$ cat config.mk
export PLATFORM = sky130hd
export DESIGN_NAME = ring_cache_top
export DESIGN_NICKNAME = d
export VERILOG_FILES = /design/src/cache_pkg.sv /design/src/cache_line_store.sv /design/src/cache_ring.sv /design/src/cache_node_ctrl.sv /design/src/cache_node.sv /design/src/ring_cache_top.sv
export SDC_FILE = /design/constraint.sdc
export NUM_CORES = 2
export LEC_CHECK = 0
export BUFFER_PORTS_ARGS = -buffer_cell sky130_fd_sc_hd__buf_4
export CORE_ASPECT_RATIO = 0.8
export CORE_UTILIZATION = 50
export CTS_CLUSTER_DIAMETER = 30
export DETAILED_ROUTE_END_ITERATION = 10
export GPL_ROUTABILITY_DRIVEN = 0
export PLACE_DENSITY = 0.69
export SLEW_MARGIN = 20
export SYNTH_ARGS = -nofsm -noshare
export SYNTH_HDL_FRONTEND = slang
export SYNTH_SLANG_ARGS = --single-unit
$ cat constraint.sdc
create_clock -name clk -period 4.7 [get_ports clk]
set_input_delay 0.94 -clock clk [delete_from_list [all_inputs] [get_ports clk]]
set_output_delay 0.94 -clock clk [all_outputs]
set_load 0.01 [all_outputs]
$ cat src/cache_pkg.sv
`default_nettype none

package cache_pkg;

	localparam int NODES = 4;

	localparam int TAG_BITS = 5;
	localparam int INDEX_BITS = 3;
	localparam int ADDR_BITS = TAG_BITS + INDEX_BITS;	// tag above index
	localparam int LINES = 1 << INDEX_BITS;

	localparam int DATA_BITS = 32;	// one word per line

	// hop counter, loaded on send and decremented per forward
	localparam int TTL_BITS = 2;
	localparam logic [TTL_BITS-1:0] TTL_MAX = 2'd3;	// NODES - 1 forwards
	localparam logic [TTL_BITS-1:0] TTL_END = 2'd0;	// back at the origin

	typedef logic [TAG_BITS-1:0] addr_tag;
	typedef logic [INDEX_BITS-1:0] addr_index;
	typedef logic [DATA_BITS-1:0] line;

	typedef struct packed {
		addr_tag tag;
		addr_index index;
		logic [TTL_BITS-1:0] ttl;
		line data;	// only meaningful on a reply
		logic read;
		logic inval;
		logic reply;	// read packet already answered
	} ring_req;

	typedef struct packed {
		logic write;
		logic [ADDR_BITS-1:0] addr;
		line wdata;
	} core_req;

	typedef struct packed {
		logic found;	// low when no node held the line
		line rdata;
	} core_resp;

endpackage

`default_nettype wire

$ cat src/cache_line_store.sv
`default_nettype none

module cache_line_store (
	input  logic clk,
	input  logic rst_n,

	input  cache_pkg::addr_index lookup_index,
	input  cache_pkg::addr_tag lookup_tag,
	output logic hit,
	output cache_pkg::line rd_data,

	input  cache_pkg::addr_index snoop_index,
	input  cache_pkg::addr_tag snoop_tag,
	output logic snoop_hit,
	output cache_pkg::line snoop_data,

	input  logic wr_en,
	input  cache_pkg::addr_index wr_index,
	input  cache_pkg::addr_tag wr_tag,
	input  cache_pkg::line wr_data,

	input  logic inval_en,
	input  cache_pkg::addr_index inval_index,
	input  cache_pkg::addr_tag inval_tag
);

	cache_pkg::addr_tag tags [cache_pkg::LINES];
	cache_pkg::line data [cache_pkg::LINES];
	logic [cache_pkg::LINES-1:0] valid;

	// core port
	assign hit = valid[lookup_index] && (tags[lookup_index] == lookup_tag);
	assign rd_data = data[lookup_index];

	// snoop port, addressed by the held ring packet
	assign snoop_hit = valid[snoop_index] && (tags[snoop_index] == snoop_tag);
	assign snoop_data = data[snoop_index];

	always_ff @(posedge clk or negedge rst_n) begin
		if (!rst_n) begin
			valid <= '0;
		end else begin
			if (inval_en && tags[inval_index] == inval_tag)
				valid[inval_index] <= 1'b0;	// other tag in that slot survives

			if (wr_en)
				valid[wr_index] <= 1'b1;	// write wins on a same-cycle clash
		end
	end

	always_ff @(posedge clk) begin
		if (wr_en) begin
			tags[wr_index] <= wr_tag;
			data[wr_index] <= wr_data;
		end
	end

endmodule

`default_nettype wire

$ cat src/cache_ring.sv
`default_nettype none

module cache_ring (
	input  logic clk,
	input  logic rst_n,

	input  cache_pkg::addr_tag core_tag,
	input  cache_pkg::addr_index core_index,

	input  cache_pkg::ring_req in_data,
	input  logic in_data_valid,
	output logic in_data_ready,

	input  logic out_data_ready,
	output cache_pkg::ring_req out_data,
	output logic out_data_valid,

	input  cache_pkg::line data_rd,	// local line for a reply

	input  logic send,
	input  logic send_read,
	input  logic send_inval,
	input  logic set_reply,
	output logic out_stall,
	output logic in_hold_valid,
	output logic last_hop,
	output cache_pkg::ring_req in_hold
);

	cache_pkg::ring_req send_data;
	cache_pkg::ring_req fwd_data;
	cache_pkg::ring_req stall_data;
	cache_pkg::ring_req out_data_next;

	assign in_data_ready = !out_stall;	// hold register frozen while stalled
	assign last_hop = in_hold.ttl == cache_pkg::TTL_END;

	assign out_data_next = send ? send_data : fwd_data;
	assign out_data = out_stall ? stall_data : out_data_next;
	assign out_data_valid = out_stall || send || (in_hold_valid && !last_hop && in_data_ready);

	// new packet from the local controller
	always_comb begin
		send_data.tag = core_tag;
		send_data.index = core_index;
		send_data.ttl = cache_pkg::TTL_MAX;
		send_data.data = fwd_data.data;	// filled in later by a reply, if any
		send_data.read = send_read;
		send_data.inval = send_inval;
		send_data.reply = 1'b0;
	end

	always_comb begin
		fwd_data = in_hold;
		fwd_data.ttl = in_hold.ttl - 2'd1;	// one hop done

		if (set_reply) begin
			fwd_data.data = data_rd;
			fwd_data.reply = 1'b1;
		end
	end

	always_ff @(posedge clk or negedge rst_n) begin
		if (!rst_n) begin
			in_hold_valid <= 1'b0;
			out_stall <= 1'b0;
		end else begin
			if (in_data_ready)
				in_hold_valid <= in_data_valid;

			out_stall <= out_data_valid && !out_data_ready;	// downstream refused
		end
	end

	always_ff @(posedge clk) begin
		if (in_data_ready)
			in_hold <= in_data;

		if (!out_stall)
			stall_data <= out_data_next;	// copy to re-present under stall
	end

endmodule

`default_nettype wire

$ cat src/cache_node_ctrl.sv
`default_nettype none

module cache_node_ctrl (
	input  logic clk,
	input  logic rst_n,

	input  logic core_req_valid,
	input  cache_pkg::core_req core_req,
	output logic core_ready,
	output logic core_done,
	output cache_pkg::core_resp core_resp,

	input  logic hit,
	input  cache_pkg::line rd_data,
	input  logic snoop_hit,
	input  cache_pkg::line snoop_data,
	output cache_pkg::addr_tag lookup_tag,
	output cache_pkg::addr_index lookup_index,

	output logic wr_en,
	output cache_pkg::addr_index wr_index,
	output cache_pkg::addr_tag wr_tag,
	output cache_pkg::line wr_data,
	output logic inval_en,
	output cache_pkg::addr_index inval_index,
	output cache_pkg::addr_tag inval_tag,

	input  cache_pkg::ring_req in_hold,
	input  logic in_hold_valid,
	input  logic last_hop,
	input  logic in_data_ready,
	input  logic out_stall,
	output logic send,
	output logic send_read,
	output logic send_inval,
	output logic set_reply,
	output cache_pkg::addr_tag core_tag,
	output cache_pkg::addr_index core_index,
	output cache_pkg::line data_rd
);

	typedef enum logic [1:0] {
		idle,
		wait_send,
		wait_return
	} ctrl_state;

	ctrl_state state;
	cache_pkg::core_req pending;	// request in flight

	logic accept;
	logic pass_through;
	logic consume;
	logic fill;
	logic strobe_write;

	assign accept = core_req_valid && core_ready;
	assign pass_through = in_hold_valid && !last_hop && in_data_ready;	// forwarded this cycle
	// only our own packet can come back with ttl at the end
	assign consume = in_hold_valid && last_hop && in_data_ready && (state == wait_return);
	assign fill = consume && in_hold.reply;
	assign strobe_write = accept && core_req.write;

	assign core_ready = (state == idle) && !core_done;

	// core lookup straight off the strobe
	assign lookup_tag = core_req.addr[cache_pkg::ADDR_BITS-1 -: cache_pkg::TAG_BITS];
	assign lookup_index = core_req.addr[cache_pkg::INDEX_BITS-1:0];

	// local write on the strobe, fill on a returning reply
	assign wr_en = strobe_write || fill;
	assign wr_index = fill ? in_hold.index : lookup_index;
	assign wr_tag = fill ? in_hold.tag : lookup_tag;
	assign wr_data = fill ? in_hold.data : core_req.wdata;

	// snooping of packets from other nodes
	assign set_reply = pass_through && in_hold.read && !in_hold.reply && snoop_hit;
	assign data_rd = snoop_data;
	assign inval_en = pass_through && in_hold.inval;
	assign inval_index = in_hold.index;
	assign inval_tag = in_hold.tag;

	// forwarding has priority over a new packet
	assign send = (state == wait_send) && !out_stall && !pass_through;
	assign send_read = !pending.write;
	assign send_inval = pending.write;
	assign core_tag = pending.addr[cache_pkg::ADDR_BITS-1 -: cache_pkg::TAG_BITS];
	assign core_index = pending.addr[cache_pkg::INDEX_BITS-1:0];

	always_ff @(posedge clk or negedge rst_n) begin
		if (!rst_n) begin
			state <= idle;
			core_done <= 1'b0;
		end else begin
			core_done <= 1'b0;
			case (state)
				idle: begin
					if (accept && !core_req.write && hit)
						core_done <= 1'b1;	// local hit, answered next cycle
					else if (accept)
						state <= wait_send;
				end
				wait_send: begin
					if (send)
						state <= wait_return;
				end
				wait_return: begin
					if (consume) begin
						state <= idle;
						core_done <= 1'b1;
					end
				end
				default: state <= idle;
			endcase
		end
	end

	always_ff @(posedge clk) begin
		if (accept) begin
			pending <= core_req;
			core_resp.found <= hit;
			core_resp.rdata <= rd_data;
		end else if (consume) begin
			core_resp.found <= in_hold.reply;	// low for inval and unanswered read
			core_resp.rdata <= in_hold.reply ? in_hold.data : '0;
		end
	end

endmodule

`default_nettype wire

$ cat src/cache_node.sv
`default_nettype none

module cache_node (
	input  logic clk,
	input  logic rst_n,

	input  logic core_req_valid,
	input  cache_pkg::core_req core_req,
	output logic core_ready,
	output logic core_done,
	output cache_pkg::core_resp core_resp,

	input  cache_pkg::ring_req in_data,
	input  logic in_data_valid,
	output logic in_data_ready,
	output cache_pkg::ring_req out_data,
	output logic out_data_valid,
	input  logic out_data_ready
);

	cache_pkg::addr_tag lookup_tag, wr_tag, inval_tag, core_tag;
	cache_pkg::addr_index lookup_index, wr_index, inval_index, core_index;
	cache_pkg::line rd_data, snoop_data, wr_data, data_rd;
	cache_pkg::ring_req in_hold;
	logic hit, snoop_hit, wr_en, inval_en;
	logic in_hold_valid, last_hop, out_stall;
	logic send, send_read, send_inval, set_reply;

	cache_line_store store (
		.clk, .rst_n,
		.lookup_index, .lookup_tag, .hit, .rd_data,
		.snoop_index(in_hold.index),	// snoop whatever sits in the hold register
		.snoop_tag(in_hold.tag),
		.snoop_hit, .snoop_data,
		.wr_en, .wr_index, .wr_tag, .wr_data,
		.inval_en, .inval_index, .inval_tag
	);

	cache_node_ctrl ctrl (
		.clk, .rst_n,
		.core_req_valid, .core_req, .core_ready, .core_done, .core_resp,
		.hit, .rd_data, .snoop_hit, .snoop_data, .lookup_tag, .lookup_index,
		.wr_en, .wr_index, .wr_tag, .wr_data,
		.inval_en, .inval_index, .inval_tag,
		.in_hold, .in_hold_valid, .last_hop, .in_data_ready, .out_stall,
		.send, .send_read, .send_inval, .set_reply,
		.core_tag, .core_index, .data_rd
	);

	cache_ring stop (
		.clk, .rst_n,
		.core_tag, .core_index,
		.in_data, .in_data_valid, .in_data_ready,
		.out_data_ready, .out_data, .out_data_valid,
		.data_rd,
		.send, .send_read, .send_inval, .set_reply,
		.out_stall, .in_hold_valid, .last_hop, .in_hold
	);

endmodule

`default_nettype wire

$ cat src/ring_cache_top.sv
`default_nettype none

module ring_cache_top (
	input  logic clk,
	input  logic rst_n,

	input  logic [cache_pkg::NODES-1:0] core_req_valid,
	input  cache_pkg::core_req core_req [cache_pkg::NODES],
	output logic [cache_pkg::NODES-1:0] core_ready,
	output logic [cache_pkg::NODES-1:0] core_done,
	output cache_pkg::core_resp core_resp [cache_pkg::NODES]
);

	// link i runs from node i to node i+1
	cache_pkg::ring_req link_data [cache_pkg::NODES];
	logic [cache_pkg::NODES-1:0] link_valid;
	logic [cache_pkg::NODES-1:0] link_ready;

	for (genvar i = 0; i < cache_pkg::NODES; i++) begin : g_node
		localparam int PREV = (i + cache_pkg::NODES - 1) % cache_pkg::NODES;	// upstream link

		cache_node node (
			.clk,
			.rst_n,
			.core_req_valid(core_req_valid[i]),
			.core_req(core_req[i]),
			.core_ready(core_ready[i]),
			.core_done(core_done[i]),
			.core_resp(core_resp[i]),
			.in_data(link_data[PREV]),
			.in_data_valid(link_valid[PREV]),
			.in_data_ready(link_ready[PREV]),
			.out_data(link_data[i]),
			.out_data_valid(link_valid[i]),
			.out_data_ready(link_ready[i])
		);
	end

endmodule

`default_nettype wire

==> metrics.yaml <==
max_slew_margin_pct: 25.1
clockPowerShare_pct: 41.3
finalSetupViolations: 0
core_area_mm2: 0.157
gr-total-overflow: 0
drive_above_1_share_pct: 31.6
status: "completed"
ys.flop_type: "edfxtp_1"
yosysWarnings: 0
cp-end-kind: "register"
maxCapViolations: 0
synthesis.nets: 4954
grt_pass1_vias: 48200
viasPerCell: 6.35
firstDrtPassIters: 6
path_cells: "mux2i_1 -> mux4_2 -> xor2_1 -> and4_1 -> nand2_1 -> o311ai_0"
cts_buffer_depth: 4
initial_core_util_pct: 50.4
cts_setup_buffers: 0
tns_ns: 0
min_period_ns: 4.02
port_buffers: 309
yosysSeqAreaShare_pct: 64.7
ys_async_sr_fraction_pct: 2.93
arrival_ns: 4.66
max_freq_mhz: 249
clock_latency_ns: 0.94
r2r_cells: 6
p_sw_share_pct: 31.2
cts_buffers: 344
die_area_mm2: 0.160
fin_skew_ns: 0.0857
total_power_mw: 60.1
critPathLaunchType: "register"
min_path_type: "input pin to asynchronous set/reset pin"
seqPwrFrac_pct: 37.8
cts_resized: 0
grt.total_usage_pct: 28.7
intPower_mw: 41.4
fillers: 11300
leakage_nw: 34.3
avgRoutedWirePerCell_um: 30.2
ys_ff_latch: 1776
htree_levels: 5
cpLargestDelayFamily: "simple AND/OR/NAND/NOR gates"
vias: 48100
ant_nets: 0
critical_path_class: "register to register"
synth_edf_count: 1532
area_growth_pct: 21.0
cp_max_fo: 35
antenna_found_initial: 5
slew_violations: 0
cts_root_buf: "clkbuf_16"
hold_viol: 0
rows: 130
p_sw_mw: 18.7
cp_num_cells: 6
grt_max_degree: 89
min_period_over_period_pct: 85.6
critPathMaxStageDelay_ns: 0.79
syn_area_per_cell_um2: 16.5
synth_area_mm2: 0.0791
ir_drop_mv: 0.473
die_y_um: 358
rr_endpoint: "g_node[2].node.stop.in_hold[26]"
p_per_area_mw_per_mm2: 628
combPwrFrac_pct: 20.9
grt_setup_unrepaired: "no"
r2r_slack_ns: 0.68
yosysUniqueCellTypes: 79
clk_pin_slew_ns: 0.05
io_pins: 310
routed_wl_mm: 229
critPathBufInv: 0
drt_iter0_drc: 5746
synth_cells: 4780
grt_pass1_wl_mm: 330
critPathSlowestCell: "dfxtp_4"
dieWidth_um: 447
cts_tree: "built"
cts_hold_buffers: 0
clock_sinks: 1776
critPathCapture: "g_node[2].node.stop.in_hold[26]"
worst_pin_slew_ns: 1.12
dp_hpwl_mm: 142
crit_required_ns: 5.34
nets: 5362
drc: 0
==> final cells by class <==
type | instances | area [µm²] | area share [%]
Antenna cell | 5 | 12.5 | 0.0131
Timing Repair Buffer | 443 | 3510 | 3.67
Inverter | 35 | 133 | 0.139
Multi-Input combinational cell | 2588 | 26400 | 27.6
Tap cell | 2112 | 2640 | 2.76
Clock buffer | 382 | 8970 | 9.37
Sequential cell | 1776 | 51200 | 53.5
Clock inverter | 232 | 2810 | 2.94
==> cells in the final DEF, fill, tap and decap left out, drive strengths merged, types with 99 or more instances in the layout <==
cell | synthesis | layout
buf | 166 | 443
clkbuf | 215 | 382
dfxtp | 192 | 192
edfxtp | 1532 | 1532
inv | 33 | 99
mux2i | 419 | 419
mux4 | 563 | 563
nand2 | 481 | 481
nand3 | 145 | 145
o21ai | 254 | 254
==> how the worst min path moves through the flow <==
stage / slack, ns / start / endpoint
finish: 0.11 / rst_n / g_node[3].node.ctrl.core_done
CTS: 0.11 / rst_n / g_node[3].node.ctrl.core_done
detailed placement: 0.45 / g_node[3].node.stop.stall_data[0] / g_node[3].node.stop.stall_data[0]
global route: 0.15 / rst_n / g_node[3].node.ctrl.core_done
floorplan: 0.42 / g_node[1].node.stop.stall_data[0] / g_node[1].node.stop.stall_data[0]
global placement: 0.44 / g_node[3].node.stop.stall_data[0] / g_node[3].node.stop.stall_data[0]
==> sequential cells by signal (all words and copies together), names as in the netlist, named ones only <==
signal	count
g_node.node.ctrl.core_done	4
g_node.node.ctrl.core_index	12
g_node.node.ctrl.core_resp	132
g_node.node.ctrl.core_tag	20
g_node.node.ctrl.send_inval	4
g_node.node.ctrl.state	8
g_node.node.stop.in_hold	180
g_node.node.stop.in_hold_valid	4
g_node.node.stop.out_stall	4
g_node.node.stop.stall_data	180
g_node.node.store.data	1024
g_node.node.store.tags	160
g_node.node.store.valid	32
==> power by group through the flow <==
stage | combinational [mW] | sequential [mW] | clock [mW]
3_5_place_dp | 12.4 | 22.9 | 0
2_1_floorplan | 8.99 | 20.9 | 0
5_1_grt | 13.3 | 22.9 | 25.8
6_report | 12.6 | 22.7 | 24.8
4_1_cts | 12.5 | 22.7 | 25.1
3_3_place_gp | 12.3 | 22.9 | 0
==> cell usage after synthesis, types with 36 or more instances <==
| cell | number | area, µm² |
|---|---|---|
| nor2_1 | 85 | 319 |
| mux4_2 | 563 | 12700 |
| buf_1 | 45 | 169 |
| a41o_1 | 57 | 571 |
| o211ai_1 | 47 | 353 |
| buf_2 | 89 | 445 |
| dfxtp_1 | 192 | 3840 |
| a21oi_1 | 82 | 410 |
| mux2i_1 | 419 | 4190 |
| nand2_1 | 479 | 1800 |
| dfrtp_1 | 52 | 1300 |
| mux2_2 | 60 | 676 |
| clkbuf_1 | 213 | 800 |
| edfxtp_1 | 1532 | 46000 |
| o21ai_1 | 36 | 180 |
| o311ai_0 | 47 | 412 |
| o21ai_0 | 218 | 1090 |
| nand3_1 | 145 | 726 |
==> layer usage <==
layer / track usage [%] / up-vias / wire length, µm
met5: 0 / - / 46
met4: 12.0 / 6 / 10000
li1: - / 20300 / -
met2: 43.8 / 2786 / 105000
met3: 8.07 / 495 / 25800
met1: 39.0 / 24500 / 87700
==> cells by family after synthesis <==
family	Yosys count	share of synthesized area (%)
xor gates and xnor gates	40	0.462
adders and majority gates	4	0.0633
buffers and inverters	416	2.36
muxes	1042	22.2
AOI/OAI and AO/OA	625	5.23
and+or+nand+nor	877	5.01
DFF	1776	64.7
==> per-stage QoR <==
stage | std cells | worst slack, ns | util (%) | hold WS (ns) | instance area [µm²]
3_3_place_gp | 6954 | 1.02 | 53.5 | 0.441 | 83900
6_report | 7573 | 0.678 | 61.0 | 0.114 | 95700
5_1_grt | 7570 | 0.417 | 61.0 | 0.146 | 95700
2_1_floorplan | 4780 | 0.257 | - | 0.423 | 79100
3_5_place_dp | 6954 | 0.790 | 53.5 | 0.448 | 83900
4_1_cts | 7568 | 0.768 | 61.0 | 0.112 | 95700
Note: power is estimated with default switching activity, not from simulation.
